--- src/fetch_defs.svh ---
// macros for pc and instruction widths, fetch width, table sizes and stack depth.
`ifndef FETCH_DEFS_SVH
`define FETCH_DEFS_SVH

////////////////////////////////////////////////////////////
// datapath widths.
// program counter width in bits.
`define SIZE_PC 32
// instructions fetched per cycle.
`define FETCH_WIDTH 4
// width of one instruction word.
`define INST_WIDTH 32

////////////////////////////////////////////////////////////
// table and stack sizes.
// branch target buffer entries, direct mapped.
`define BTB_ENTRIES 16
// bimodal counter table entries.
`define BPB_ENTRIES 64
// return address stack depth.
`define RAS_DEPTH 8
// instruction cache lines, one bundle each.
`define ICACHE_LINES 16

`endif

--- src/returnAddrStack.sv ---
// circular return address stack with push, pop and top-of-stack read.
`include "fetch_defs.svh"

module returnAddrStack (
  input  logic                clk,
  input  logic                reset,
  input  logic                push_i,
  input  logic [`SIZE_PC-1:0] pushAddr_i,
  input  logic                pop_i,
  output logic [`SIZE_PC-1:0] top_o
);

  localparam int PtrW = $clog2(`RAS_DEPTH);
  localparam int CntW = $clog2(`RAS_DEPTH + 1);
  localparam logic [CntW-1:0] Full = CntW'(`RAS_DEPTH);

  logic [`SIZE_PC-1:0] stack [`RAS_DEPTH];
  logic [PtrW-1:0]     ptr;
  // live entries since reset, saturating at the depth.
  logic [CntW-1:0]     depth;

  ////////////////////////////////////////////////////////////
  // pointer and occupancy.
  always_ff @(posedge clk) begin
    if (reset) begin
      ptr   <= '0;
      depth <= '0;
    end else if (push_i && !pop_i) begin
      // pointer wraps; the oldest entry is lost on overflow.
      ptr   <= ptr + 1'b1;
      depth <= (depth == Full) ? depth : depth + 1'b1;
    end else if (pop_i && !push_i) begin
      ptr   <= ptr - 1'b1;
      depth <= (depth == '0) ? depth : depth - 1'b1;
    end
  end

  // push and pop together replace the top.
  always_ff @(posedge clk) begin
    if (push_i && pop_i) begin
      stack[ptr] <= pushAddr_i;
    end else if (push_i) begin
      stack[ptr + 1'b1] <= pushAddr_i;
    end
  end

  assign top_o = stack[ptr];

  // a lone pop needs a push somewhere earlier since reset.
  assert property (@(posedge clk) disable iff (reset) (pop_i && !push_i) |-> depth != '0)
    else $error("ras: pop from empty stack");

endmodule

--- config.mk ---
export PLATFORM = sky130hd
export DESIGN_NAME = returnAddrStack
export DESIGN_NICKNAME = d
export VERILOG_FILES = /design/src/returnAddrStack.sv
export VERILOG_INCLUDE_DIRS = /design/src
export SDC_FILE = /design/constraint.sdc
export NUM_CORES = 1
export LEC_CHECK = 0
export BUFFER_PORTS_ARGS = -buffer_cell sky130_fd_sc_hd__buf_4
export CAP_MARGIN = 20
export CORE_MARGIN = 8
export CORE_UTILIZATION = 50
export DETAILED_ROUTE_END_ITERATION = 10
export GPL_TIMING_DRIVEN = 0
export PLACE_DENSITY = 0.69
export SYNTH_ARGS = -nofsm -noshare
export SYNTH_HDL_FRONTEND = slang
export SYNTH_SLANG_ARGS = --single-unit
--- constraint.sdc ---
create_clock -name clk -period 8.8 [get_ports clk]
set_input_delay 1.76 -clock clk [delete_from_list [all_inputs] [get_ports clk]]
set_output_delay 1.76 -clock clk [all_outputs]
set_load 0.02 [all_outputs]
Yosys cells after proc, flatten, opt, wreduce, memory -nomap -nowiden
Memory sizes are Yosys's and may differ from the RTL's. A register that Yosys moved wholly into a read port is not among the register bits. Cells that the tools add are included.

Register bits after elaboration: 3. Latch bits: 0. Bits in writable memories: 256. ROM bits: 0. Input port bits: 36. Output and inout port bits: 32. Word-level logic and storage cells: 23. Memories kept: 1.

Memory list: stack (depth 8, bits a word 32, read ports 1, clocked after memory_dff 1, write ports 1, RTL line returnAddrStack.sv:17) `` logic [`SIZE_PC-1:0] stack [`RAS_DEPTH]; ``.

$add $sub $neg: 2. Multipliers: 0. Div/mod/pow operators: 0. $lt $le $gt $ge: 0. Eq/ne operators: 0. Shifts and indexed selects: 0. Multiplexer cells: 12. Bitwise logic cells: 0. Reduce and logical (&&, ||, !) cells: 7.

Operator list (number): $mux 32 (1); $reduce_or 32->1 (1); $mux 3 (5); $mux 1 (6); $add 3x1->3 const B (1); $logic_and 1x1->1 (3); $sub 3x1->3 const B (1); $logic_not 1->1 (2); $reduce_bool 2->1 (1).

Logic depth before layout (Yosys ltp)
Word-level depth: 6. Mapped depth: 6. Mapped depth without buffers: 5.

Least setup slack after synthesis
No wires, ideal clock.

Path type: input to register. Start point: input port pop_i. End point: memory stack[5][0] in the netlist's numbering (enable). Arrival: 3745 ps. Data required time: 8379 ps. Slack: 4634 ps. Stages: 5. Path buffers: 0. Path through: inv_1 ha_1 nand2_1 xor2_1 nor2_1.

Word-level cells in the longest chain between the ends: 5.

RTL lines: from (decl) (RTL line returnAddrStack.sv:9) `input logic pop_i,`; $logic_and 1x1->1 (*) (RTL line returnAddrStack.sv:40) `if (push_i && pop_i) begin`; $mux 1 (RTL line returnAddrStack.sv:40); $mux 1 (implied by the code) (RTL line returnAddrStack.sv:43) `stack[ptr + 1'b1] <= pushAddr_i;`; $reduce_or 32->1 (no source line); $mux 3 (no source line) or $mux 1 (tied branches); to (decl) (RTL line returnAddrStack.sv:17).

Mark *: on every way between the ends. The rest lies on a longest branch, timed or not.

==> impl_results.md <==
- Status: complete, no violations
- Total iterations of the first detailed-routing run: 4
- Fmax: 240 MHz
- Maximum vdd drop: 144 µV
- GRT Total Usage: 15.6%
- Post-CTS Setup Repair Bufs: 0
- Power Total: 3.05 mW
- Worst slack at placement: 4.88 ns
- WP data required: 7.04 ns
- Filler cell count in the final layout: 1,370
- LEAKAGE: 3.99 nW
- Largest net degree at the start of global routing: 26
- DRC: 0
- Cell Area, Synth: 10,200 µm²
- Non-Filler Instances: 807
- Vias per cell: 5.56
- Cell variety after synth: 24
- Die Wd: 159 µm
- H-tree depth: 1
- Layout cells sized above 1: 35.0%
- Initial antenna violation count: 0
- DP Wirelength: 11,300 µm
- Most numerous cell in the Yosys netlist: edfxtp_1
- DP Cell Count: 762
- Worst-case clock buffer depth: 3
- Final WL: 19,100 µm
- Asr flop ratio synth: 0%
- # Max-Cap Violations: 0
- Post-synth top flop: edfxtp_1
- Number of cell rows: 52
- Clock buffer count from CTS: 25
- Final period util: 47.3%
- Share of Yosys cell area claimed by the top area cell type: 75.6%
- Clock sink count: 262
- DR WL/cell: 23.7 µm
- Overflow left after global routing: 0
- Post-Syn Area per Cell: 24.4 µm²
- Sequential fraction of the synthesis area: 76.8%
- Period minus WS final: 4.17 ns
- Unrepaired setup endpoints after global routing: no
- P per Cell Area: 253 nW/µm²
- Post-synth EDFFs: 256
- Layout area overhead: 18.5%
- Util after Layout: 59.9%
- Io pins: 68
- HP Class: flip-flop to flip-flop
- Most frequent cells after synthesis: edfxtp_1 (256), mux4_1 (40), mux2_2 (32)
- Vias in the first global route: 4,894
- Core Area: 20,100 µm²
- Crit-path max FO: 10
- CTS tree: yes
- DIE AREA: 25,100 µm²
- DR iter-0 viols: 303
- # resized after CTS: 0
- First-pass GRT wire length: 29,100 µm
- Clk_lat worst skew: 0.50 ns
- Antenna Violating Nets Remaining: 0
- Die H: 159 µm
- WS Path Type: flip-flop to primary output
- Hold buffers post-CTS: 0
- Crit path DAT: 2.41 ns
- Total Neg Setup Slack: 0 ns
- # diodes: 0
- Clock root buffer: clkbuf_16
- Worst-path clk slew: 0.06 ns
- Initial core utilization: 50.5%
- Final Hold Viols: 0
- Max Clock Skew: 0.00683 ns
- Startpoint Class: flip-flop
- GPL Wtd Cong: 0.694
- Nature of the critical path endpoint: primary output
- Vias post-DR: 4,487
- Worst Tran Pin Value: 0.856 ns
- Total number of yosys warnings: 0
- Finish-stage setup viols: 0
- PortBufs: 67
- Yosys top cell by area: edfxtp_1
- Area contributors post-synth: edfxtp_1 (76%), mux4_1 (10%), mux4_2 (5.3%)
- Layout net count: 560
- Number of synthesized register bits: 262
- Setup ws final: 4.63 ns
- Synthesized instance count: 417
- Syn nets: 458
- Worst rel slew slack: 42.5%
- Max-slew violations: 0
flip-flops by register name (all words and copies together), names as in the netlist, named ones only:
name,count
stack,256
ptr,3
cell usage in the layout (no fill, tap or decap), types with 3 or more instances in the layout:
cell       instances
clkinv_2           3
mux4_1            40
nor3b_1            3
o22ai_1            4
dfxtp_1            6
buf_12             6
mux4_2            24
buf_1              3
buf_4             67
nor2_4             8
inv_1              3
buf_2              6
buf_6              7
clkbuf_8           3
ha_1               5
edfxtp_1         256
clkbuf_1          12
mux2_2            32
clkbuf_16         25
and3b_1            3
path summary, 6_finish.rpt:
path	start	end	slack, ns	depth (start not counted)
max	flip-flop	top_o[7]	4.63	5
min	ptr[2]	flip-flop	0.55	2
max reg2reg	ptr[0]	stack[5][11]	6.07	7
min reg2reg	ptr[2]	flip-flop	0.55	2
kinds of logic (layout without fill, tap and decap cells):
| group | after synthesis | count (layout) | synth area share, % |
|---|---|---|---|
| simple gates | 20 | 20 | 1.06 |
| xor+xnor | 4 | 4 | 0.345 |
| fa+ha+maj | 5 | 5 | 0.616 |
| compound gates | 6 | 6 | 0.345 |
| buf+inv | 22 | 142 | 1.40 |
| mux | 98 | 98 | 19.4 |
| flops | 262 | 262 | 76.8 |
report_power, final:
part | internal (mW) | total [mW] | switching (mW)
Sequential | 1.46 | 1.48 | 0.0181
Clock | 0.610 | 1.03 | 0.424
Combinational | 0.247 | 0.532 | 0.285
layer usage:
layer | vias to the layer above | wire [µm] | global-route usage [%]
li1 | 2004 | - | -
met1 | 2320 | 7560 | 20.3
met2 | 142 | 10000 | 27.0
met3 | 21 | 1250 | 2.44
met4 | 0 | 301 | 4.36
met5 | - | 0 | 0
layout make-up:
| cell class | count | area (µm²) | area share (%) |
|---|---|---|---|
| multi-input combinational | 133 | 2270 | 18.9 |
| buffer | 19 | 131 | 1.09 |
| clock buffer | 37 | 701 | 5.82 |
| tap | 270 | 338 | 2.81 |
| sequential | 262 | 7810 | 64.9 |
| timing repair buffer | 75 | 678 | 5.63 |
| clock inverter | 8 | 98.8 | 0.821 |
| inverter | 3 | 11.3 | 0.0935 |
metrics by stage:
stage | hold WS (ns) | instance area [µm²]
3_5_place_dp | 0.547 | 11200
3_3_place_gp | 0.544 | 11000
2_1_floorplan | 0.502 | 10200
4_1_cts | 0.556 | 12000
6_report | 0.552 | 12000
5_1_grt | 0.587 | 12000
critical path, stage by stage, from the launching register on:
cell and delay, ns:
dfxtp_1 0.30, clkbuf_1 0.39, buf_2 0.38, mux4_1 0.37, mux2_2 0.31, buf_4 0.16
Power figures use the tool's default switching activity.
