`config.mk`:
```
export PLATFORM = sky130hd
export DESIGN_NAME = instCache
export DESIGN_NICKNAME = d
export VERILOG_FILES = /design/src/fetchPkg.sv /design/src/instCache.sv
export VERILOG_INCLUDE_DIRS = /design/src
export SDC_FILE = /design/constraint.sdc
export NUM_CORES = 2
export LEC_CHECK = 0
export BUFFER_PORTS_ARGS = -buffer_cell sky130_fd_sc_hd__clkbuf_2
export CAP_MARGIN = 20
export CORE_AREA = 2 2 469 332
export DETAILED_ROUTE_END_ITERATION = 12
export DIE_AREA = 0 0 471 334
export PLACE_DENSITY = 0.85
export SYNTH_ARGS = -nofsm -noshare
export SYNTH_HDL_FRONTEND = slang
export SYNTH_SLANG_ARGS = --single-unit
```
`constraint.sdc`:
```
create_clock -name clk -period 14.75 [get_ports clk]
set_clock_uncertainty 0.2 [all_clocks]
set_input_delay 0.7375 -clock clk [delete_from_list [all_inputs] [get_ports clk]]
set_output_delay 0.7375 -clock clk [all_outputs]
set_load 0.005 [all_outputs]
```
`src/fetch_defs.svh`:
```
// macros for pc and instruction widths, fetch width, table sizes and stack depth.
`ifndef FETCH_DEFS_SVH
`define FETCH_DEFS_SVH

////////////////////////////////////////////////////////////
// datapath widths.
// program counter width in bits.
`define SIZE_PC 32
// instructions fetched per cycle.
`define FETCH_WIDTH 4
// width of one instruction word.
`define INST_WIDTH 32

////////////////////////////////////////////////////////////
// table and stack sizes.
// branch target buffer entries, direct mapped.
`define BTB_ENTRIES 16
// bimodal counter table entries.
`define BPB_ENTRIES 64
// return address stack depth.
`define RAS_DEPTH 8
// instruction cache lines, one bundle each.
`define ICACHE_LINES 16

`endif

```
`src/fetchPkg.sv`:
```
// fetch types: control-type enum, bundle, update, prediction, redirect and fill structs.
`include "fetch_defs.svh"

package fetchPkg;

  // control instruction classes, in the encoding the btb stores.
  typedef enum logic [1:0] {
    RETURN = 2'b00,
    CALL   = 2'b01,
    JUMP   = 2'b10,
    COND   = 2'b11
  } ctrlType_e;

  // four instruction words, slot 0 in the low bits.
  typedef logic [`FETCH_WIDTH-1:0][`INST_WIDTH-1:0] bundle_t;

  // one resolved control instruction, arriving in program order.
  typedef struct packed {
    logic                en;
    logic [`SIZE_PC-1:0] pc;
    logic [`SIZE_PC-1:0] target;
    ctrlType_e           brType;
    logic                taken;
  } btbUpdate_t;

  // per-slot prediction seen by decode.
  typedef struct packed {
    logic                btbHit;
    logic                prediction;
    logic [`SIZE_PC-1:0] target;
  } slotPred_t;

  // recovery, exception and execute redirect.
  typedef struct packed {
    logic                valid;
    logic [`SIZE_PC-1:0] target;
  } redirect_t;

  // decode redirect; carries call/return info the btb missed.
  typedef struct packed {
    logic                valid;
    logic                isCall;
    logic                isReturn;
    logic [`SIZE_PC-1:0] callPc;
    logic [`SIZE_PC-1:0] target;
  } idRedirect_t;

  // line fill from lower memory.
  typedef struct packed {
    logic                en;
    logic [`SIZE_PC-1:0] addr;
    bundle_t             block;
  } fill_t;

endpackage

```
`src/instCache.sv`:
```
// direct-mapped instruction cache of bundle lines with miss detection and line fill.
`include "fetch_defs.svh"

module instCache
  import fetchPkg::*;
(
  input  logic                clk,
  input  logic                reset,
  input  logic [`SIZE_PC-1:0] addr_i,
  input  fill_t               fill_i,
  output bundle_t             bundle_o,
  output logic                miss_o,
  output logic [`SIZE_PC-1:0] missAddr_o
);

  localparam int IdxW = $clog2(`ICACHE_LINES);
  // byte offset inside one bundle.
  localparam int OffW = $clog2(`FETCH_WIDTH * `INST_WIDTH / 8);
  localparam int TagW = `SIZE_PC - IdxW - OffW;

  // tag and data of one line.
  typedef struct packed {
    logic [TagW-1:0] tag;
    bundle_t         data;
  } line_t;

  logic [`ICACHE_LINES-1:0] valid;
  line_t                    lines [`ICACHE_LINES];
  logic [IdxW-1:0]          rdIdx;
  logic [IdxW-1:0]          fillIdx;
  logic [TagW-1:0]          rdTag;

  assign rdIdx   = addr_i[OffW +: IdxW];
  assign rdTag   = addr_i[`SIZE_PC-1 -: TagW];
  assign fillIdx = fill_i.addr[OffW +: IdxW];

  ////////////////////////////////////////////////////////////
  // fill path.
  // all lines invalid after reset.
  always_ff @(posedge clk) begin
    if (reset) begin
      valid <= '0;
    end else if (fill_i.en) begin
      valid[fillIdx] <= 1'b1;
    end
  end

  always_ff @(posedge clk) begin
    if (fill_i.en) begin
      lines[fillIdx] <= '{tag: fill_i.addr[`SIZE_PC-1 -: TagW], data: fill_i.block};
    end
  end

  ////////////////////////////////////////////////////////////
  // read path, combinational.
  assign bundle_o = lines[rdIdx].data;

  // miss on an empty line or a tag mismatch.
  assign miss_o = !valid[rdIdx] || (lines[rdIdx].tag != rdTag);

  // request goes out bundle-aligned.
  assign missAddr_o = {addr_i[`SIZE_PC-1:OffW], {OffW{1'b0}}};

endmodule

```
; ---- After elaboration in Yosys (flattened, before gate mapping)
; Memories as Yosys holds them, arrays and structs flattened.
; Index checks and enable logic that the tools add are counted.
[classes]
order_cmp = 3
n_eq_ne = 1
n_mux = 6
n_bitwise = 1
n_reduce_logical = 3
[ops]
columns = op, n
row1 = 24-bit != test, 1
row2 = 16-bit bitwise OR, 1
row3 = "4-bit by 5-bit < comparator with 1-bit output, second input constant", 2
row4 = 1-bit binary-select mux with 4-bit select, 1
row5 = 1-bit demux with 4-bit select, 1
row6 = "4-bit by 1-bit greater-or-equal comparator with 1-bit output, second input constant", 1
row7 = 1-bit two-way mux, 4
row8 = 1-bit logical AND, 1
row9 = 1-bit zero test, 1
row10 = 1-bit logical OR, 1
[word_totals]
register_bits = 16
mem_bits_rw = 2432
input_bits = 195
output_inout_bits = 161
elab_cells = 16
n_memories = 1
[mem_list]
columns = name, words, word_bits, rd, rd_clocked_by_memory_dff, wr, line_no
row1 = lines, 16, 152, 1, 0, 1, instCache.sv:28  ; line_t lines [`ICACHE_LINES];

; ---- Longest topological paths before layout
[depth]
word_depth = 5
ltp_mapped = 11
mapped_depth_nobuf = 7

; ---- Worst setup path before layout
; No wires, ideal clock.
[synth_timing]
path_kind = input -> register
from = input fill_i[134] (netlist bit)
to = memory lines[0][0] (netlist bit), enable pin
setup_ps = 854
t_arrival_ps = 11549
required_ps = 13696
slack_ps = 2147
path_stages = 2
n_path_buf = 0
path_cell_list = or3b_2 -> nor3_1
[synth_rtl]
columns = element, line_no
row1 = "start, declared", instCache.sv:10  ; input fill_t fill_i,
row2 = "end, declared", instCache.sv:28
; No word-level cell before the write port.

; ---- Final worst setup path
[layout_timing]
from = input addr_i[4]
to = output miss_o
[layout_via]
elab_chain_cells = 4
elab_cells_between_ends = 6
classes_between = eq/ne (1) / mux (2) / reduce/logical (2) / memory (1)
[layout_rtl]
columns = element, line_no
row1 = "start, declared", instCache.sv:9  ; input logic [`SIZE_PC-1:0] addr_i,
row2 = "parallel branches: the longest is 3 deep, another holds memory 16 x 152 bit", --
row3 = 1-bit logical OR (*), instCache.sv:59  ; assign miss_o = !valid[rdIdx] || (lines[rdIdx].tag != rdTag);
row4 = "end, declared", instCache.sv:12  ; output logic miss_o,
; Every way passes the cells marked *. The select of a mux whose other input is x is not followed.

==> qor.yml <==
setup_path:
  required_ns: 13.81
  setup.worst_path.start_class: "input pin"
  worst_ep_arrival_time_ns: 5.22
  r2r_start: "valid[13]$_SDFFE_PP0P_"
  critical_path_class: "in -> out"
  worstPathMaxFanout: 105
  cp-startpoint: "addr_i[4]"
  endpoint_kind: "output port"
logic_synthesis:
  synth_area_per_cell_um2: 25.2
  yosysTopAreaCell: "edfxtp_1"
  synth-edff-count: 2432
  synthDistinctLibCells: 44
  netlist_top_cells_area: "edfxtp_1, mux4_2, mux2i_1"
  synth_top_flop_cell: "edfxtp_1"
  synth.most_common_cell: "edfxtp_1"
  synthTopCellsByCount: "edfxtp_1, mux4_2, buf_2"
  netlist_instances: 3683
  synth-seq-cells: 2448
  ys_async_sr_fraction: 0
  synth_seq_area_share: 0.792
  yosysTopAreaCellShare: 0.788
  synth_area_um2: 92600
  ys_warn_count: 0
clock_tree:
  clk_pin_slew_ns: 0.06
  clk_latency_ns: 0.85
  cts_tree: "yes"
  cts_buffers: 210
  root_buffer: "clkbuf_16"
  post_cts_resized: 0
  ctsHtreeMaxLevel: 4
  cts-hold-fix-buffers: 1
  cts_buffer_depth: 3
  clock-sinks: 2448
  post_cts_buffers: 0
floorplanning:
  row_count: 121
  start_util: 0.603
  die_w_um: 471
  io_pins: 356
  die_h_um: 334
  die_area_um2: 157000
  core_um2: 154000
timing:
  fin_crit_sh: 0.418
  fmax_mhz: 162
  report.final.slew_viol_count: 0
  setup_viol: 0
  hold_viol: 0
  rsz0062_at_grt: "false"
  holdWs_ns: 0.0818
  final.min_clock_period_ns: 6.16
  fin_tns_setup_ns: 0
  relSlewSlack: 0.226
  worstMarginPinSlew_ns: 1.16
grt:
  grt_max_degree: 121
  grt_use_total: 0.279
  grt-ovfl-total: 0
  antenna_found_initial: 30
  grt_pass1_wl_um: 311000
  grt_pass1_vias: 44300
finish:
  drive_above_1_share: 0.341
  multi_input_area_um2: 18300
  final_nets: 4292
  syn_to_final_growth_pct: 11.6
  seq_area_um2: 73400
  fill_cells: 9004
placed_design:
  gp_congestion: 0.755
  dp_hpwl_um: 102000
  port-buffer-count: 343
routing:
  vias: 42400
  wl_per_cell_um: 34.1
  dr.first_iter.drc_count: 5360
  totalWireLength_um: 216000
  drcViolationCount: 0
  firstDrtPassIters: 5
  vias_per_cell: 6.71
  antenna_left: 0
power_and_ir_drop:
  powerDensity_nw_per_um2: 135
  leakage_nw: 32.6
  worst_ir_drop_vdd_mv: 0.130
  p_total_mw: 14.0
flow_run:
  drv_cap: 0
status:
  status: "finished clean"
min_path:
  hold_start: "reset"
  hold_class: "in -> reg"
## sequential cells by signal, indices dropped and copies added (netlist names)
signal and cells:
lines 2432, valid 16
## critical path, stage by stage
cell and delay, ns:
buf_8 0.50, buf_4 0.79, buf_12 0.71, mux4_2 0.63, mux2i_1 0.24, mux2i_1 0.24, xnor2_1 0.23, nand4_1 0.29
nor4_1 0.29, nand4_1 0.18, clkbuf_2 0.15
## layout by cell type (no fill, tap or decap), drive strengths merged, types with 9 or more instances in the layout
cell type | Yosys | final
xnor2 | 26 | 26
bufinv | 0 | 15
mux4 | 722 | 722
diode | 0 | 17
clkinvlp | 0 | 9
nor2 | 48 | 48
clkbuf | 61 | 590
edfxtp | 2432 | 2432
buf | 155 | 75
nand2 | 42 | 42
a21oi | 12 | 12
nor2b | 19 | 19
dfxtp | 16 | 16
mux2i | 45 | 45
a31oi | 17 | 17
clkinv | 0 | 112
inv | 7 | 15
a211oi | 21 | 21
## through the flow
stage	std cells	area (um^2)	util	worst slack [ns]
3_3_place_gp	5912	96600	0.629	8.55
2_1_floorplan	3686	92700	-	2.15
4_1_cts	6308	103000	0.673	8.42
3_5_place_dp	5912	96600	0.629	8.46
6_report	6326	103000	0.673	8.59
5_1_grt	6322	103000	0.673	8.05
## power breakdown
part	internal, mW	total (mW)	switching [mW]
combinational	0.322	0.752	0.430
clock	2.92	5.42	2.50
sequential	7.79	7.83	0.0391
total	11.0	14.0	2.97
## path summary, 6_finish.rpt
path / end / slack, ns / cells after the start
hold / removal: valid[5]$_SDFFE_PP0P_ / 0.08 / 2
hold reg to reg: valid[6]$_SDFFE_PP0P_ / 0.27 / 2
setup reg to reg: valid[13]$_SDFFE_PP0P_ / 13.92 / 2
setup / recovery: miss_o / 8.59 / 11
## cell families (layout without fill, tap and decap cells)
group	Yosys count	count (layout)	share of synthesized area
AOI/OAI and AO/OA	72	72	0.00529
other	1	21	0.0000405
muxes	769	769	0.181
and+or+nand+nor	141	141	0.00700
DFF	2448	2448	0.792
buffers and inverters	223	817	0.0125
xor gates and xnor gates	29	29	0.00274
## per-layer routing
| layer | global-route usage | part of all wire | up-vias |
|---|---|---|---|
| met1 | 0.369 | 0.36 | 22600 |
| met2 | 0.464 | 0.51 | 2561 |
| met3 | 0.0598 | 0.096 | 450 |
| li1 | - | - | 16800 |
| met4 | 0.105 | 0.033 | 24 |
| met5 | 0 | 0.00072 | - |
## final cells by class
class,count,area share
clock inverter,144,0.0119
timing repair buffer,415,0.0238
sequential,2448,0.710
tap,2029,0.0246
inverter,7,0.000254
multi-input combinational,1015,0.177
clock buffer,251,0.0529
antenna,17,0.000412
Note: power is estimated with default switching activity, not from simulation.
