--- config.mk ---
export PLATFORM = sky130hd
export DESIGN_NAME = btb
export DESIGN_NICKNAME = d
export VERILOG_FILES = /design/src/fetchPkg.sv /design/src/btb.sv
export VERILOG_INCLUDE_DIRS = /design/src
export SDC_FILE = /design/constraint.sdc
export NUM_CORES = 2
export LEC_CHECK = 0
export BUFFER_PORTS_ARGS = -buffer_cell sky130_fd_sc_hd__buf_2
export CORE_MARGIN = 2
export CORE_UTILIZATION = 60
export CTS_CLUSTER_DIAMETER = 120
export DETAILED_ROUTE_END_ITERATION = 10
export PLACE_DENSITY = 0.78
export SLEW_MARGIN = 20
export SYNTH_ARGS = -nofsm -noshare
export SYNTH_HDL_FRONTEND = slang
export SYNTH_SLANG_ARGS = --single-unit
export TNS_END_PERCENT = 50
--- constraint.sdc ---
create_clock -name clk -period 12 [get_ports clk]
set_input_delay 3.6 -clock clk [delete_from_list [all_inputs] [get_ports clk]]
set_output_delay 3.6 -clock clk [all_outputs]
set_load 0.05 [all_outputs]
--- src/fetch_defs.svh ---
// macros for pc and instruction widths, fetch width, table sizes and stack depth.
`ifndef FETCH_DEFS_SVH
`define FETCH_DEFS_SVH

////////////////////////////////////////////////////////////
// datapath widths.
// program counter width in bits.
`define SIZE_PC 32
// instructions fetched per cycle.
`define FETCH_WIDTH 4
// width of one instruction word.
`define INST_WIDTH 32

////////////////////////////////////////////////////////////
// table and stack sizes.
// branch target buffer entries, direct mapped.
`define BTB_ENTRIES 16
// bimodal counter table entries.
`define BPB_ENTRIES 64
// return address stack depth.
`define RAS_DEPTH 8
// instruction cache lines, one bundle each.
`define ICACHE_LINES 16

`endif

--- src/fetchPkg.sv ---
// fetch types: control-type enum, bundle, update, prediction, redirect and fill structs.
`include "fetch_defs.svh"

package fetchPkg;

  // control instruction classes, in the encoding the btb stores.
  typedef enum logic [1:0] {
    RETURN = 2'b00,
    CALL   = 2'b01,
    JUMP   = 2'b10,
    COND   = 2'b11
  } ctrlType_e;

  // four instruction words, slot 0 in the low bits.
  typedef logic [`FETCH_WIDTH-1:0][`INST_WIDTH-1:0] bundle_t;

  // one resolved control instruction, arriving in program order.
  typedef struct packed {
    logic                en;
    logic [`SIZE_PC-1:0] pc;
    logic [`SIZE_PC-1:0] target;
    ctrlType_e           brType;
    logic                taken;
  } btbUpdate_t;

  // per-slot prediction seen by decode.
  typedef struct packed {
    logic                btbHit;
    logic                prediction;
    logic [`SIZE_PC-1:0] target;
  } slotPred_t;

  // recovery, exception and execute redirect.
  typedef struct packed {
    logic                valid;
    logic [`SIZE_PC-1:0] target;
  } redirect_t;

  // decode redirect; carries call/return info the btb missed.
  typedef struct packed {
    logic                valid;
    logic                isCall;
    logic                isReturn;
    logic [`SIZE_PC-1:0] callPc;
    logic [`SIZE_PC-1:0] target;
  } idRedirect_t;

  // line fill from lower memory.
  typedef struct packed {
    logic                en;
    logic [`SIZE_PC-1:0] addr;
    bundle_t             block;
  } fill_t;

endpackage

--- src/btb.sv ---
// direct-mapped branch target buffer with four lookup ports and one update port.
`include "fetch_defs.svh"

module btb
  import fetchPkg::*;
(
  input  logic                    clk,
  input  logic                    reset,
  input  logic [`SIZE_PC-1:0]     lookupPc_i,
  input  logic                    updEn_i,
  input  btbUpdate_t              upd_i,
  output logic [`FETCH_WIDTH-1:0] hit_o,
  output ctrlType_e               ctrlType_o [`FETCH_WIDTH],
  output logic [`SIZE_PC-1:0]     target_o [`FETCH_WIDTH]
);

  localparam int IdxW = $clog2(`BTB_ENTRIES);
  localparam int TagW = `SIZE_PC - IdxW - 2;
  localparam int PcW  = `SIZE_PC;

  // stored payload of one entry.
  typedef struct packed {
    logic [TagW-1:0]     tag;
    ctrlType_e           brType;
    logic [`SIZE_PC-1:0] target;
  } btbEntry_t;

  logic [`BTB_ENTRIES-1:0] valid;
  btbEntry_t               entries [`BTB_ENTRIES];
  logic [IdxW-1:0]         updIdx;

  // index from word address bits.
  assign updIdx = upd_i.pc[IdxW+1:2];

  // valid bits are the only control state.
  always_ff @(posedge clk) begin
    if (reset) begin
      valid <= '0;
    end else if (updEn_i) begin
      valid[updIdx] <= 1'b1;
    end
  end

  always_ff @(posedge clk) begin
    if (updEn_i) begin
      entries[updIdx] <= '{tag: upd_i.pc[`SIZE_PC-1:IdxW+2],
                           brType: upd_i.brType,
                           target: upd_i.target};
    end
  end

  ////////////////////////////////////////////////////////////
  // lookup, one port per slot of the bundle.
  always_comb begin : lookup
    logic [`SIZE_PC-1:0] slotPc;
    logic [IdxW-1:0]     idx;
    slotPc = '0;
    idx    = '0;
    for (int s = 0; s < `FETCH_WIDTH; s++) begin
      // slot s sits 4*s bytes past the bundle base.
      slotPc        = lookupPc_i + PcW'(4 * s);
      idx           = slotPc[IdxW+1:2];
      hit_o[s]      = valid[idx] && (entries[idx].tag == slotPc[`SIZE_PC-1:IdxW+2]);
      ctrlType_o[s] = entries[idx].brType;
      target_o[s]   = entries[idx].target;
    end
  end

  // slot addresses only make sense from a word-aligned base.
  assert property (@(posedge clk) disable iff (reset) lookupPc_i[1:0] == 2'b00)
    else $error("btb: unaligned lookup pc %h", lookupPc_i);

endmodule

Word level (Yosys, flattened, before mapping)

Memory sizes are Yosys's and may differ from the RTL's.
Cells that the tools add are included.
Widths: inputs -> output; s select.

Bits in registers: 16
Input port bits: 103
Logic and storage cells: 33
Bits in writable memories: 960
Memories kept: 1
Output and inout port bits: 140

Memories:

| name    | depth | width | rd ports | clocked after memory_dff | write ports | RTL line  | source |
|---|---|---|---|---|---|---|---|
| entries | 16    | 60    | 4        | 0                        | 1           | btb.sv:29 | `` btbEntry_t entries [`BTB_ENTRIES]; `` |

Multiplexer cells: 12
Add/subtract/negate cells: 3
Bitwise gates (word level): 1
Equal/unequal tests: 4
Reduce and logical (&&, ||, !) cells: 5
$lt $le $gt $ge: 6

Operators with widths:

| cell                  | count |
|---|---|
| $eq 26x26->1          | 4 |
| $add 32x4->32 const B | 2 |
| $add 32x3->32 const B | 1 |
| $lt 4x5->1 const B    | 5 |
| $bmux 1 s4            | 4 |
| $or 16x16->16         | 1 |
| $mux 1                | 7 |
| $logic_and 1x1->1     | 5 |
| $demux 1 s4           | 1 |
| $ge 4x1->1 const B    | 1 |

Longest topological paths before layout

Depth in word-level cells: 5
Depth in mapped cells: 19
Depth with buffers taken out: 10

Worst setup path after synthesis

OpenSTA, ideal clock, no wires.

Path kind: input-to-output
Start: input lookupPc_i[3]
End: output hit_o[1]
Setup slack: -154 ps
Cell stages on the path: 15
Arrival: 8,554 ps
Data required time: 8,400 ps
Buffers on the path: 7
Cells stage by stage: buf_2 buf_4 buf_2 buf_2 inv_1 ha_1 buf_4 buf_2 buf_1 mux4_2 mux4_2 xor2_1 nor4_1 nand4_1 nor4_1

Word-level cells in the longest chain between the ends: 4
Elaborated cells on any way between the ends: 6
Those cells by class: add/sub (1); eq/ne (1); mux (2); reduce/logical (1); memory (1)

Ends and longest elaborated chain:

| item                                        | RTL line  | source |
|---|---|---|
| start: declaration                          | btb.sv:9  | `` input logic [`SIZE_PC-1:0] lookupPc_i, `` |
| $add 32x3->32 *                             | btb.sv:61 | `slotPc = lookupPc_i + PcW'(4 * s);` |
| $mem_v2 16x60 or $bmux 1 s4 (tied branches) | -         |  |
| $eq 26x26->1 or $mux 1 (tied branches)      | btb.sv:63 | `` hit_o[s] = valid[idx] && (entries[idx].tag == slotPc[`SIZE_PC-1:IdxW+2]); `` |
| $logic_and 1x1->1 *                         | btb.sv:63 |  |
| end: declaration                            | btb.sv:12 | `` output logic [`FETCH_WIDTH-1:0] hit_o, `` |

Mark *: on every way between the ends. The rest lies on a longest branch, timed or not. The select of a mux whose other input is x is not followed.

Worst setup path in the final report

Start: input lookupPc_i[3]
End: output hit_o[3]

Word-level cells in the longest chain between the ends: 4
Elaborated cells on any way between the ends: 6
Those cells by class: add/sub (1); eq/ne (1); mux (2); reduce/logical (1); memory (1)

Ends and longest elaborated chain:

| item                                        | RTL line |
|---|---|
| $add 32x4->32 *                             | btb.sv:61 |
| $mem_v2 16x60 or $bmux 1 s4 (tied branches) | - |
| $eq 26x26->1 or $mux 1 (tied branches)      | btb.sv:63 |
| $logic_and 1x1->1 *                         | btb.sv:63 |

Marked as above.

==> results_dict.tcl <==
set metrics [dict create \
    path_buf_inv 5 \
    setup_tns_ps 0 \
    r2r_cells 2 \
    crit_slowest_cell "mux4_2" \
    dieArea_um2 105000 \
    cts_resized 0 \
    dr.first_iter.drc_count 5821 \
    setup_viol 0 \
    drt_drc_violations_left 0 \
    io_pins 243 \
    finalCritPeriodShare 0.977 \
    num_vias 38800 \
    post-dp-hpwl_um 110000 \
    path_depth 14 \
    ys.flop_type "edfxtp_1" \
    cp_top_family "buffers and inverters" \
    hold_buffers 0 \
    nets 3382 \
    gp_congestion 0.991 \
    port_buffers 236 \
    synth-async-reset-ratio 0 \
    ys_seq_elements 976 \
    final-hold-violation-count 0 \
    synth_warnings 0 \
    max_slew_margin 0.174 \
    cts.sinks 976 \
    syn_area_um2 61700 \
    synth_area_leader_cell "edfxtp_1" \
    holdCritPathClass "reg -> reg" \
    critical_path.max_fanout 118 \
    cp-endpoint "hit_o[3]" \
    start_util 0.605 \
    rsz0062_at_grt "false" \
    drive_above_1_share 0.508 \
    p_leak_nw 21.2 \
    ir_worst_vdd_mv 0.216 \
    setup_ws_ps 270 \
    clk_path_buf_depth 3 \
    seq_area_um2 29100 \
    root_buffer "clkbuf_16" \
    cp-end-kind "output pin" \
    die_w_um 325 \
    skew_ps 0 \
    powerDensity_nw_per_um2 134 \
    drv_slew 0 \
    worst_pin_slew_ps 1240 \
    cts_setup_buffers 0 \
    synth_fp_nets 3242 \
    routed_wl_um 182000 \
    cp.required_ps 8400 \
    grt_pass1_vias 38800 \
    die_y_um 325 \
    num_rows 117 \
    arrival_ps 8130 \
    fp.coreArea_um2 102000 \
    tritoncts "done" \
    wire_per_inst_um 38.5 \
    clock_latency_ps 670 \
    synth.avg_cell_area_um2 19.7 \
    min_period_ps 11730 \
    clk_pin_slew_worst_paths_ps 60 \
    dr.pass1.iters 5 \
    worstSetupStartpoint "lookupPc_i[3]" \
    critPathKind "in -> out" \
    grt_pass1_wl_um 268000 \
    min_path_cells 2 \
    max_freq_mhz 85.3 \
    grt_usage 0.350 \
    synth_top_area_share 0.467 \
    area_delta_synth_final_pct 9.85 \
    antenna_found_initial 17 \
    cts_max_level 3 \
    post-place-ws_ps 375 \
    r2r_slack_ps 11300 \
    netlist_instances 3135 \
    synth-seq-area-share 0.473 \
    crit_chain "buf_8 > inv_1 > ha_4 > buf_12 > mux4_2 > mux2i_1 > mux2i_1 > nand3_1 > nand4b_1 > nor4_1 > nand4_1 > nor4_1 > buf_4 > buf_12" \
    start_kind "input port" \
    postRouteAntennaNets 0 \
    multi_input_area_um2 31100 \
    fin_hold_ws_ps 540 \
    grt_remaining_overflow 0 \
    fill_cells 6541 \
    r2r_start "valid[4]" \
    synth_edf_count 960 \
    critPathMaxStageDelay_ps 600 \
    rr_endpoint "valid[4]" \
    cts_made_buffers 102 \
    via_per_inst 8.19 \
    maxCapViolations 0 \
    yosysUniqueCellTypes 64 \
    synthTopCellsByArea "edfxtp_1 (47%), mux4_2 (42%), xnor2_1 (1.6%), mux2i_1 (1.3%), buf_2 (0.90%)" \
    outcome "completed" \
    grt_max_degree 159 \
    total_power_mw 9.11 \
]
==> layer usage <==
metal / track usage / up-vias / wire length, µm
met4: 0.157 / 20 / 9300
met2: 0.549 / 3274 / 88900
li1: - / 14500 / -
met5: 0 / - / 119
met3: 0.0980 / 603 / 25300
met1: 0.463 / 20300 / 58700
==> state kept, by name, indices dropped and copies added, names as in the netlist <==
name,cells
entries,960
valid,16
==> worst reg2reg max path, delay by kind of cell, from the launching register on <==
kind          cells  cell delay (ps)
simple gates      2              200
flops             1              440
==> Yosys cell counts (all sizes together) (25+ instances only) <==
library cell  count
xor2             25
clkbuf          120
nor2             77
nand3            38
xnor2           113
nand4            29
mux4           1163
buf             196
nor3             30
mux2i            82
nand2            61
edfxtp          960
==> cell families (layout without fill, tap and decap cells) <==
logic type,Yosys count,in the layout,share of synthesized area
buffers and inverters,322,544,0.0270
XOR/XNOR,139,139,0.0202
multiplexers,1251,1251,0.439
adder cells (fa/ha/maj),4,4,0.000812
AO/OA/AOI/OAI,96,96,0.0106
other,0,7,0
AND/OR/NAND/NOR,347,347,0.0297
flip-flops,976,976,0.473
==> cell usage in the layout, fill, tap and decap left out, types with 11 or more instances in the layout <==
master	instances
buf_2	230
nand3b_1	11
clkinv_1	15
clkbuf_1	18
xnor2_1	110
a21oi_1	20
buf_12	15
nor2_4	12
bufinv_16	16
mux2i_1	82
edfxtp_1	960
nand4_1	27
or3_1	15
nor4_1	20
clkbuf_16	103
clkinv_2	17
nor3_1	26
or4_1	12
nor2_1	65
buf_4	103
mux4_2	1162
dfxtp_1	16
xor2_1	23
o21ai_0	15
nand3_1	38
and3_1	21
nand2_1	60
==> worst min path at each step <==
stage,from,end,slack [ps]
floorplan,valid[15],valid[15],490
global placement,valid[1],valid[1],510
detailed placement,valid[1],valid[1],520
CTS,valid[1],valid[1],530
global route,valid[15],valid[15],560
finish,valid[1],valid[1],540
==> final cells by class <==
type                    instances  share of cell area
multi-input cells            1837               0.459
flip-flops and latches        976               0.430
clock buffers                 121              0.0390
repair buffers                352              0.0338
well taps                    1368              0.0253
clock inverters                65              0.0123
inverters                       6            0.000332
diodes                          7            0.000259
==> metrics by stage <==
| stage | util | instances | instance area (µm²) |
|---|---|---|---|
| 3_3_place_gp | 0.630 | 4538 | 64200 |
| 5_1_grt | 0.665 | 4731 | 67700 |
| 4_1_cts | 0.664 | 4724 | 67700 |
| 2_1_floorplan | - | 3135 | 61700 |
| 3_5_place_dp | 0.630 | 4538 | 64200 |
| 6_report | 0.665 | 4732 | 67800 |
==> where the power goes <==
part | switching (mW) | internal [mW] | total (mW)
clock network | 1.38 | 1.93 | 3.30
logic | 1.13 | 0.794 | 1.92
registers | 0.0609 | 3.82 | 3.88
total | 2.57 | 6.54 | 9.11
(Power assumes the default switching activity.)
