<file path="config.mk">
export PLATFORM = sky130hd
export DESIGN_NAME = branchPredictor
export DESIGN_NICKNAME = d
export VERILOG_FILES = /design/src/branchPredictor.sv
export VERILOG_INCLUDE_DIRS = /design/src
export SDC_FILE = /design/constraint.sdc
export NUM_CORES = 1
export LEC_CHECK = 0
export BUFFER_PORTS_ARGS = -buffer_cell sky130_fd_sc_hd__clkbuf_2
export CORE_UTILIZATION = 25
export CTS_BUF_LIST = sky130_fd_sc_hd__clkbuf_4
export DETAILED_ROUTE_END_ITERATION = 16
export PLACE_DENSITY = 0.48
export SETUP_SLACK_MARGIN = 0.4
export SLEW_MARGIN = 20
export SYNTH_ARGS = -nofsm -noshare
export SYNTH_HDL_FRONTEND = slang
export SYNTH_SLANG_ARGS = --single-unit
</file>
<file path="constraint.sdc">
create_clock -name clk -period 4.29 [get_ports clk]
set_input_delay 0.2145 -clock clk [delete_from_list [all_inputs] [get_ports clk]]
set_output_delay 0.2145 -clock clk [all_outputs]
set_load 0.1 [all_outputs]
</file>
<file path="src/fetch_defs.svh">
// macros for pc and instruction widths, fetch width, table sizes and stack depth.
`ifndef FETCH_DEFS_SVH
`define FETCH_DEFS_SVH

////////////////////////////////////////////////////////////
// datapath widths.
// program counter width in bits.
`define SIZE_PC 32
// instructions fetched per cycle.
`define FETCH_WIDTH 4
// width of one instruction word.
`define INST_WIDTH 32

////////////////////////////////////////////////////////////
// table and stack sizes.
// branch target buffer entries, direct mapped.
`define BTB_ENTRIES 16
// bimodal counter table entries.
`define BPB_ENTRIES 64
// return address stack depth.
`define RAS_DEPTH 8
// instruction cache lines, one bundle each.
`define ICACHE_LINES 16

`endif

</file>
<file path="src/branchPredictor.sv">
// bimodal direction predictor of 2-bit counters, four lookup ports and one update port.
`include "fetch_defs.svh"

module branchPredictor (
  input  logic                    clk,
  input  logic                    reset,
  input  logic [`SIZE_PC-1:0]     lookupPc_i,
  input  logic                    updEn_i,
  input  logic [`SIZE_PC-1:0]     updPc_i,
  input  logic                    updTaken_i,
  output logic [`FETCH_WIDTH-1:0] prediction_o
);

  localparam int IdxW = $clog2(`BPB_ENTRIES);
  localparam int PcW  = `SIZE_PC;

  logic [1:0]      counters [`BPB_ENTRIES];
  logic [IdxW-1:0] updIdx;

  assign updIdx = updPc_i[IdxW+1:2];

  // counters start weakly not-taken.
  always_ff @(posedge clk) begin
    if (reset) begin
      for (int i = 0; i < `BPB_ENTRIES; i++) begin
        counters[i] <= 2'b01;
      end
    end else if (updEn_i) begin
      // saturate at 11 and 00.
      if (updTaken_i && counters[updIdx] != 2'b11) begin
        counters[updIdx] <= counters[updIdx] + 2'b01;
      end else if (!updTaken_i && counters[updIdx] != 2'b00) begin
        counters[updIdx] <= counters[updIdx] - 2'b01;
      end
    end
  end

  // taken when the counter msb is set.
  always_comb begin : lookup
    logic [`SIZE_PC-1:0] slotPc;
    slotPc = '0;
    for (int s = 0; s < `FETCH_WIDTH; s++) begin
      slotPc          = lookupPc_i + PcW'(4 * s);
      prediction_o[s] = counters[slotPc[IdxW+1:2]][1];
    end
  end

endmodule

</file>
# After elaboration in Yosys (flattened, before gate mapping)
# Memory sizes are Yosys's and may differ from the RTL's.
# Cells that the tools add are included.
word_totals:
  mem_count: 1
  mem_bits_rw: 128
  input_bits: 68
  register_bits: 0
  word_cells: 28
  output_inout_bits: 4
memory_table:
  columns: ["name", "words", "word_bits", "read_ports", "rd_clocked_by_memory_dff", "wr", "line_no", "text"]
  rows:
  - ["counters", 64, 2, 5, 0, 64, "branchPredictor.sv:17", "logic [1:0] counters [`BPB_ENTRIES];"]
op_classes:
  reduce_logical: 5
  muxes: 15
  bitwise: 1
  add_sub_neg: 5
  eq_ne: 1
ops:
  columns: ["operator", "count"]
  rows:
  - ["$add 8x4->8 const B", 2]
  - ["$mux 1", 12]
  - ["$add 8x3->8 const B", 1]
  - ["$mux 6", 1]
  - ["$mux 2", 2]
  - ["$add 2x1->2 const B", 1]
  - ["$logic_and 1x1->1", 2]
  - ["$ne 2x2->1 const B", 1]
  - ["$reduce_bool 2->1", 1]
  - ["$reduce_or 2->1", 1]
  - ["$sub 2x1->2 const B", 1]
  - ["$logic_not 1->1", 1]
  - ["$or 1x1->1", 1]

# Logic depth before layout (Yosys ltp)
# Gate-level depths: netlist of run 1.
# An unclocked memory read counts as a cell.
logic_depth:
  depth_word: 11
  mapped_depth: 14
  ltp_nobuf: 8

# Worst setup path after synthesis of run 1
# No wires, ideal clock.
synth_path:
  path_type: "input to output"
  from: "input port lookupPc_i[2]"
  to: "output port prediction_o[3]"
  arrival_time_ps: 5731
  cell_stages: 13
  setup_slack_ps: -1655
  cell_sequence: "clkbuf_1 -> buf_2 -> clkbuf_1 -> clkbuf_1 -> inv_1 -> ha_1 -> clkbuf_1 -> clkbuf_1 -> buf_1 -> mux4_2 -> mux4_2 -> mux2i_1 -> o21ai_0"
synth_between:
  elab_chain_cells: 2
synth_rtl:
  columns: ["element", "line_no", "text"]
  rows:
  - ["from (decl)", "branchPredictor.sv:7", "input logic [`SIZE_PC-1:0] lookupPc_i,"]
  - ["$add 8x4->8", "branchPredictor.sv:43", "slotPc = lookupPc_i + PcW'(4 * s);"]
  - ["$mem_v2 64x2", null, null]
  - ["to (decl)", "branchPredictor.sv:11", "output logic [`FETCH_WIDTH-1:0] prediction_o"]
# Every way passes these cells.

==> results of run 1 <==
## cells by family after synthesis
| kind of cell | after synthesis | synth area share |
|---|---|---|
| and+or+nand+nor | 225 | 0.1636 |
| DFF | 128 | 0.4069 |
| muxes | 110 | 0.2397 |
| AOI/OAI and AO/OA | 132 | 0.1220 |
| buffers and inverters | 104 | 0.05232 |
| adders and majority gates | 4 | 0.005298 |
| xor gates and xnor gates | 11 | 0.01020 |
## report_power, final
group	total [W]	leakage (nW)	switching [W]	internal [W]
logic	0.000857	1.92	0.000532	0.000325
registers	0.00145	1.15	0.0000458	0.00140
clock network	0.00103	0.180	0.000499	0.000528
## cells in the final DEF, fill, tap and decap left out, types with 7 or more instances in the layout
cell / instances
mux2i_1: 8
nor2_1: 19
a22oi_1: 16
edfxtp_1: 128
nand2_1: 85
mux2_2: 10
a21oi_1: 9
nor4_2: 60
buf_12: 9
a41o_1: 64
buf_4: 42
clkbuf_4: 18
a221oi_1: 11
mux4_2: 92
nand2b_1: 7
clkbuf_2: 17
## synthesized netlist by cell type (5+ instances only)
library cell	count
edfxtp_1	128
mux4_2	92
nand2_1	86
a41o_1	64
nor4_2	60
clkbuf_1	49
buf_1	22
nor2_1	19
buf_2	17
a22oi_1	16
a221oi_1	11
a21oi_1	10
buf_6	10
mux2_2	10
mux2i_1	8
nand2b_1	7
nor3_1	7
a31oi_1	6
and2_1	6
nand3_1	6
xnor2_1	6
nor2b_1	5
o22ai_1	5
xor2_1	5
## worst max-delay path by stage
stage / start / endpoint / slack, ns / depth (start not counted)
after floorplan: lookupPc_i[2] / prediction_o[3] / 0.15 / 14
after global placement: updPc_i[2] / counters[3][1] / 0.61 / 10
after detailed placement: updPc_i[4] / counters[3][1] / 0.60 / 10
after CTS: counters[45][1] / counters[3][1] / 0.88 / 9
after global routing: counters[63][1] / counters[3][1] / 0.66 / 9
final: counters[63][1] / counters[3][1] / 0.81 / 9
## final cells by class
type	instances	area (µm²)
sequential	128	3844
fill	3758	26310
multi-input combinational	482	5146
clock buffer	18	135.1
inverter	4	15.01
tap	504	630.6
antenna	1	2.502
timing repair buffer	68	580.6
clock inverter	14	214.0
## stage by stage
step / setup slack [ns] / power [W] / hold slack [ns]
floorplan: 0.1536 / 0.002075 / 0.6331
global placement: 0.6052 / 0.002329 / 0.9295
detailed placement: 0.5970 / 0.002330 / 0.9214
CTS: 0.8769 / 0.003334 / 0.3590
global route: 0.6601 / 0.003428 / 0.3757
finish: 0.8123 / 0.003333 / 0.4332
## worst max-delay path, stage by stage (launching register included)
cell	delay (ns)
edfxtp_1	0.51
and4_1	0.24
a2111oi_0	0.48
a31oi_1	0.25
or3_1	0.50
o21ai_2	0.20
o21ai_1	0.16
o31ai_4	0.23
buf_4	0.32
a41o_1	0.27
## per-layer routing
layer | GRT usage | vias to the layer above | part of all wire
li1 | - | 2974 | -
met1 | 0.2325 | 3673 | 0.43
met2 | 0.2618 | 360 | 0.47
met3 | 0.03080 | 55 | 0.073
met4 | 0.06279 | 0 | 0.031
met5 | 0 | - | 0
==> summary.md, run 1 <==
| Metric | Value |
|---|---|
| Synth cell types | `58` |
| RR Startpoint | `counters[63][1]` |
| Main flop type after synthesis | `edfxtp_1` |
| Reg clk slew, reported paths | `approximately 0.13 ns` |
| Post-DR wirelength/cell | `26.39 µm` |
| CP required | `4.53 ns` |
| Synthesis warning total | `0` |
| DP Cell Count | `1186` |
| Final Util | `0.2866` |
| Crit Path Class | `reg -> reg` |
| R2r setup slk | `approximately 0.8 ns` |
| Max reg flops | `128` |
| Detailed Route Iter0 Violations | `650` |
| Post CTS Setup Buffer Count | `0` |
| Cell area after synthesis | `9447 µm²` |
| Slew HR | `0.2994` |
| Antenna viol nets, final | `0` |
| WHS Path Cells | `3` |
| Final Instance Area | `10570 µm²` |
| Slew @ Worst Pin | `1.049 ns` |
| Syn_nets | `786` |
| Die area | `38570 µm²` |
| Global-route wire length before repair | `47.23 mm` |
| Clock latency on the worst-skew pair | `0.55 ns` |
| GR Overflow Total | `0` |
| Die width | `196.4 µm` |
| Pin count of the biggest net entering global routing | `66` |
| IO Count | `72` |
| Seq/Total Area, Yosys | `0.4069` |
| Initial antenna violation count | `1` |
| Top reg by flops | `counters` |
| R2R depth | `9` |
| CTS max path bufs | `2` |
| Fin Clk Skew | `0.02580 ns` |
| Critical Path AT | `between 3 and 4 ns` |
| Fin crit share | `0.8107` |
| Power Density | `approximately 320 nW/µm²` |
| Hold Path Class | `in -> reg` |
| Clock root buffer | `clkbuf_4` |
| Detailed Place HPWL | `around 22 mm` |
| Area after DPL | `10220 µm²` |
| Yosys top cell by area | `edfxtp_1` |
| Setup Viol. Count Final | `0` |
| Core area | `36870 µm²` |
| CP max FO | `12` |
| Hold Path End | `counters[58][0]` |
| Yosys top cell area share | `0.4069` |
| Post-synth EDFFs | `128` |
| Fin crit period | `3.478 ns` |
| VDD IR max | `0.1939 mV` |
| Via Count | `~7000` |
| Nets | `773` |
| Static Leak | `3.252 nW` |
| Post-synthesis average cell area | `13.23 µm²` |
| Worst setup EP type | `flop` |
| Register bit total from synthesis | `around 130` |
| CTS H-tree lvls | `4` |
| Post-route insts no fill | `1219` |
| Status | `complete, no violations` |
| P&R area growth vs syn | `11.87%` |
| GPL Wtd Cong | `roughly 0.84` |
| Max Freq | `0.2875 GHz` |
| Biggest regs | `counters x128` |
| Final hold violations | `0` |
| Final TNS setup | `0 ns` |
| Hold buffers post-CTS | `0` |
| Vias/cell | `5.793` |
| CTS tree | `yes` |
| Ys async rst share | `0` |
| Initial Util | `0.2562` |
| Resize count post-CTS | `0` |
| DRC viols | `0` |
| Global Route Usage Sum | `0.1683` |
| Gate count of the mapped netlist | `714` |
| Final Max Slew Viols | `0` |
| DIE HEIGHT | `about 200 µm` |
| Clk sink count | `128` |
| Port Buffers | `19` |
| Hold path start | `updPc_i[2]` |
| Detailed Routing Iterations Pass 1 | `7` |
| R2R Path End | `counters[3][1]` |
| Top cells by area, synth | `edfxtp_1 41%, mux4_2 22%, nor4_2 7.9%` |
| Final WL | `32.17 mm` |
| CTS Buf Count | `17` |
| Worst setup SP type | `flop` |
| Row cnt | `70` |
| Vias in the first global route | `a little under 7000` |
| Max Cap Violations | `0` |
| Layout cells sized above 1 | `0.3894` |
| RSZ-0062 raised after global routing | `false` |
Note: power is estimated with default switching activity, not from simulation.
==> run 2: changes to the inputs <==
clock period = 2.9 ns   (was 4.29 ns; I/O delays follow)
==> summary.md, run 2 (synthesis gave the netlist of run 1 again) <==
| Metric | Value |
|---|---|
| GPL Wtd Cong | `0.9055 (+7.5%)` |
| RR Startpoint | `counters[47][1]` |
| VDD IR max | `0.2229 mV (+15%)` |
| CTS tree | `yes` |
| GR Util met2 | `0.2884 (+0.02666)` |
| Post-DR wirelength/cell | `26.04 µm (-1.3%)` |
| Max Cap Violations | `0 (unchanged)` |
| Clk sink count | `128 (unchanged)` |
| Clock root buffer | `clkbuf_4` |
| CP max FO | `5 (-7)` |
| Met3 Usage GRT | `0.03320 (+0.002396)` |
| Clock latency on the worst-skew pair | `0.57 ns (+0.02 ns)` |
| CTS max path bufs | `2 (unchanged)` |
| Slew HR | `0.2705 (-0.02897)` |
| Filler Cell Count | `3647 (-3.0%)` |
| Static Leak | `4.201 nW (+29%)` |
| Status | `complete, but fails checks` |
| Worst Setup EP | `counters[33][0]` |
| CP required | `3.18 ns (-1.35 ns)` |
| Fin worst setup slack | `-0.2143 ns (-1.027 ns)` |
| Nets | `912 (+18%)` |
| Detailed Routing Iterations Pass 1 | `7 (unchanged)` |
| Initial antenna violation count | `1 (unchanged)` |
| Final Max Slew Viols | `0 (unchanged)` |
| Commonest non-fill, non-tap cell in the layout | `buf_4` |
| Final Util | `0.3349 (+0.04829)` |
| R2R depth | `12 (+3)` |
| Hold buffers post-CTS | `0 (unchanged)` |
| Biggest regs | `counters x128` |
| Most frequent cells in the layout | `144 x buf_4, 128 x edfxtp_1, 92 x mux4_2` |
| DIE HEIGHT | `196.4 µm (unchanged)` |
| Die area | `38570 µm² (unchanged)` |
| Via Count | `7696 (+9.0%)` |
| Detailed Place HPWL | `24.76 mm (+11%)` |
| Max Freq | `0.3211 GHz (+12%)` |
| Detailed Route Iter0 Violations | `815 (+25%)` |
| CTS H-tree lvls | `4 (unchanged)` |
| DRC viols | `0 (unchanged)` |
| CTS Buf Count | `17 (unchanged)` |
| Global-route wire length before repair | `51.07 mm (+8.1%)` |
| DP Worst Slack | `-0.3190 ns (-0.9160 ns)` |
| Row cnt | `70 (unchanged)` |
| Critical Path AT | `3.39 ns (-0.33 ns)` |
| Setup Viol. Count Final | `260 (+260)` |
| GR peak layer | `met2` |
| Port Buffers | `19 (unchanged)` |
| P&R area growth vs syn | `30.72%` |
| GRT met1 Usage | `0.2569 (+0.02437)` |
| Critical path startpoint | `counters[47][1]` |
| Fin crit share | `1.074 (+0.2632)` |
| Global Route Usage Sum | `0.1824 (+0.01409)` |
| GR Overflow Total | `0 (unchanged)` |
| Pin count of the biggest net entering global routing | `69 (+4.5%)` |
| Die width | `196.4 µm (unchanged)` |
| Initial Util | `0.2562 (unchanged)` |
| Core area | `36870 µm² (unchanged)` |
| Slew @ Worst Pin | `1.094 ns (+0.04573 ns)` |
| Vias in the first global route | `7470 (+8.0%)` |
| Top reg by flops | `counters` |
| Crit Path Class | `reg -> reg` |
| Final hold violations | `0 (unchanged)` |
| Worst setup SP type | `flop` |
| Hold Path Class | `in -> reg` |
| R2R Path End | `counters[33][0]` |
| IO Count | `72 (unchanged)` |
| Fin Clk Skew | `0.02292 ns (-0.002883 ns)` |
| Final WL | `35.36 mm (+9.9%)` |
| Max reg flops | `128 (unchanged)` |
| Design Power | `0.005211 W (+56%)` |
| Vias/cell | `5.667 (-2.2%)` |
| Failing checks | `negative setup slack` |
| Reg clk slew, reported paths | `0.13 ns (about the same)` |
| Power Density | `422.0 nW/µm² (+34%)` |
| Antenna viol nets, final | `0 (unchanged)` |
| Fin crit period | `3.114 ns (-0.3634 ns)` |
| RSZ-0062 raised after global routing | `true` |
| Worst setup EP type | `flop` |
| Layout cells sized above 1 | `0.5158 (+0.1265)` |
| R2r setup slk | `-0.21 ns (-1.03 ns)` |
| Final hold slack | `0.2917 ns (-0.1415 ns)` |
-- run 2: cell types whose count changed in the layout (fill, tap and decap cells not counted), moves of 6 or more --
cell,delta
buf_4,+102
nor4_4,+20
nor4_2,-16
buf_12,+14
buf_6,+12
nor2_1,-10
nor2_4,+9
buf_16,+6
-- run 2: how the worst min path moves through the flow --
stage | from | endpoint | slack [ns] | cells past startpoint
6_report | reset | counters[17][0] | 0.29 | 6
5_1_grt | reset | counters[17][0] | 0.28 | 6
4_1_cts | reset | counters[17][0] | 0.26 | 6
3_5_place_dp | reset | counters[24][0] | 0.86 | 6
3_3_place_gp | reset | counters[55][0] | 0.86 | 6
2_1_floorplan | updEn_i | counters[0][1] | 0.57 | 2
-- run 2: layer usage --
layer / share of wire / vias up / routed length, µm
met1: 0.43 / 4012 / 15230
met4: 0.017 / 0 / 584
li1: - / 3273 / -
met5: 0 / - / 0
met2: 0.48 / 372 / 16930
met3: 0.074 / 39 / 2616
-- run 2: layout make-up --
type	instances	area, µm²	area share
Clock buffer	17	127.6	0.01034
Multi-Input combinational cell	483	5538	0.4485
Timing Repair Buffer	206	2067	0.1674
Inverter	4	17.52	0.001419
Antenna cell	1	2.502	0.0002027
Sequential cell	128	3844	0.3113
Clock inverter	15	121.4	0.009829
Tap cell	504	630.6	0.05107
-- run 2: critical path, stage by stage, from the launching register on --
cell	delay [ns]
edfxtp_1	0.45
mux4_2	0.48
mux2i_1	0.16
buf_4	0.15
nor2_2	0.04
or4_4	0.53
o21ai_4	0.17
o21ai_2	0.10
o31ai_4	0.14
buf_12	0.20
buf_12	0.11
buf_16	0.10
a41o_1	0.19
-- run 2: stage by stage --
step,instances,setup TNS [ns],instance area [µm²]
2_1_floorplan,714,-0.01001,9822
3_3_place_gp,1303,-62.04,11390
3_5_place_dp,1303,-64.31,11390
4_1_cts,1348,-35.77,12010
5_1_grt,1358,-70.05,12350
6_report,1358,-40.82,12350
-- run 2: where the power goes --
group	total, W	leakage, nW	internal [W]	switching (W)
clock	0.00114	0.126	0.000415	0.000727
sequential	0.00213	1.15	0.00208	0.0000537
combinational	0.00194	2.93	0.000931	0.00101
total	0.00521	4.20	0.00342	0.00179
-- run 2: timing repair --
item                       CTS  global route
gates resized for setup     29            24
pin swaps                   24            20
setup endpoints to repair  260           260
cloned                       6             6
setup buffers                7             3
==> run 3: changes to the inputs <==
CORE_MARGIN = 10   (was unset)
==> summary.md, run 3 (synthesis gave the netlist of run 1 again) <==
| Metric | Value |
|---|---|
| Vias/cell | `5.607 (-1.1%)` |
| CP required | `2.76 ns (-0.42 ns)` |
| Row cnt | `71 (+1.4%)` |
| Final Util | `0.3331 (-0.001761)` |
| Failing checks | `negative setup slack` |
| Final Max Slew Viols | `0 (unchanged)` |
| Pin count of the biggest net entering global routing | `69 (unchanged)` |
| Initial Util | `0.2520 (-0.004207)` |
| Detailed Routing Iterations Pass 1 | `5 (-2)` |
| Global-route wire length before repair | `51.70 mm (+1.2%)` |
| Max reg flops | `128 (unchanged)` |
| Final WL | `35.20 mm (-0.47%)` |
| Via Count | `7570 (-1.6%)` |
| Fin Clk Skew | `0.02566 ns (+0.002736 ns)` |
| Design Power | `0.005533 W (+6.2%)` |
| Port Buffers | `19 (unchanged)` |
| Most frequent cells in the layout | `128 x edfxtp_1, 122 x buf_4, 92 x mux4_2` |
| Worst setup EP type | `output pin` |
| Die area | `45960 µm² (+19%)` |
| R2r setup slk | `-0.17 ns (+0.04 ns)` |
| Slew HR | `0.2991 (+0.02859)` |
| Multi-input logic area | `5680 µm² (+2.6%)` |
| Filler Cell Count | `3740 (+2.6%)` |
| Clock latency on the worst-skew pair | `0.59 ns (+0.02 ns)` |
| Commonest non-fill, non-tap cell in the layout | `edfxtp_1` |
| Fin crit period | `3.083 ns (-0.03102 ns)` |
| DP Worst Slack | `-0.1836 ns (+0.1355 ns)` |
| Final Instance Area | `12490 µm² (+1.1%)` |
| Layout cells sized above 1 | `0.5102 (-0.005671)` |
| DIE HEIGHT | `214.4 µm (+9.2%)` |
| Nets | `896 (-1.8%)` |
| CTS max path bufs | `2 (unchanged)` |
| Critical Path AT | `2.94 ns (-0.45 ns)` |
| Final hold violations | `0 (unchanged)` |
| CTS H-tree lvls | `4 (unchanged)` |
| Top reg by flops | `counters` |
| Biggest regs | `counters x128` |
| Fin worst setup slack | `-0.1833 ns (+0.03102 ns)` |
| Crit Path Class | `reg -> out` |
| Register Area | `3844 µm² (unchanged)` |
| Global Route Usage Sum | `0.1494 (-0.03301)` |
| Clock root buffer | `clkbuf_4` |
| Initial antenna violation count | `1 (unchanged)` |
| Power Density | `443.1 nW/µm² (+5.0%)` |
| Critical path startpoint | `counters[23][1]` |
| P&R area growth vs syn | `32.20%` |
| GPL Wtd Cong | `0.8781 (-3.0%)` |
| Detailed Place HPWL | `24.31 mm (-1.8%)` |
| Fin crit share | `1.063 (-0.01070)` |
| Core area | `37490 µm² (+1.7%)` |
| Setup Viol. Count Final | `260 (unchanged)` |
| Max Cap Violations | `0 (unchanged)` |
| IO Count | `72 (unchanged)` |
| DRC viols | `0 (unchanged)` |
| Status | `complete, but fails checks` |
| Hold Path Class | `in -> reg` |
| Post-DR wirelength/cell | `26.07 µm (+0.12%)` |
| Static Leak | `4.240 nW (+0.92%)` |
| CP max FO | `4 (-1)` |
| CTS tree | `yes` |
| Antenna viol nets, final | `0 (unchanged)` |
| GR Overflow Total | `0 (unchanged)` |
| Die width | `214.4 µm (+9.2%)` |
| Area after DPL | `11180 µm² (-1.9%)` |
| Slew @ Worst Pin | `1.051 ns (-0.04288 ns)` |
| RSZ-0062 raised after global routing | `true` |
| Clk sink count | `128 (unchanged)` |
| Vias in the first global route | `7530 (+0.80%)` |
| Detailed Route Iter0 Violations | `795 (-2.5%)` |
| Worst setup SP type | `flop` |
| Reg clk slew, reported paths | `0.13 ns (about the same)` |
| CTS Buf Count | `17 (unchanged)` |
| Hold path start | `reset` |
| VDD IR max | `0.2217 mV (-0.55%)` |
| Max Freq | `0.3243 GHz (+1.0%)` |
| RR Startpoint | `counters[1][1]` |
run 3: cell count changes in the layout (fill, tap and decap cells not counted), sizes merged, moves of 2 or more:
cell / previous run / this run
buf: 187 / 174
clkbuf: 36 / 32
inv: 5 / 8
bufinv: 1 / 3
clkinv: 9 / 3
run 3: per-stage QoR:
| stage | cells | TNS (ns) | hold slack [ns] |
|---|---|---|---|
| after floorplan | 714 | -0.01001 | 0.5657 |
| after global placement | 1282 | -23.20 | 0.8847 |
| after detailed placement | 1282 | -20.71 | 0.8781 |
| after CTS | 1345 | -26.59 | 0.2530 |
| after global routing | 1350 | -48.36 | 0.2763 |
| final | 1350 | -28.07 | 0.2901 |
run 3: path summary, 6_finish.rpt:
check / end / cells past startpoint
worst max-delay path: prediction_o[0] / 5
worst min register to register: counters[47][1] / 7
worst min-delay path: counters[37][0] / 6
worst max register to register: counters[6][0] / 11
run 3: where the power goes:
group	leakage [nW]	internal, W	switching, W
Clock	0.152	0.000606	0.000779
Combinational	2.94	0.000965	0.00105
Sequential	1.15	0.00208	0.0000542
Total	4.24	0.00365	0.00189
run 3: layout make-up:
| cell class | instances | share of cell area |
|---|---|---|
| Clock inverter | 15 | 0.01483 |
| Tap cell | 511 | 0.05120 |
| Timing Repair Buffer | 190 | 0.1593 |
| Inverter | 4 | 0.001403 |
| Multi-Input combinational cell | 483 | 0.4549 |
| Clock buffer | 17 | 0.01022 |
| Sequential cell | 128 | 0.3078 |
| Antenna cell | 2 | 0.0004008 |
run 3: layer usage:
| metal | GRT usage | part of all wire |
|---|---|---|
| met5 | 0 | 0 |
| met4 | 0.05318 | 0.026 |
| met2 | 0.2277 | 0.47 |
| met3 | 0.02370 | 0.064 |
| met1 | 0.2098 | 0.44 |
run 3: repair_timing:
action | in CTS | in global routing
hold buffers | 0 | 0
pin swaps | 14 | 2
gates resized for setup | 49 | 37
gates cloned | 12 | 1
setup buffers | 19 | 2
setup endpoints to repair | 260 | 260
run 3: critical path, cell delays in order, from the launching register on:
cell      delay [ns]
edfxtp_1        0.53
buf_4           0.20
mux4_2          0.46
mux4_2          0.47
mux4_2          0.51
buf_12          0.19
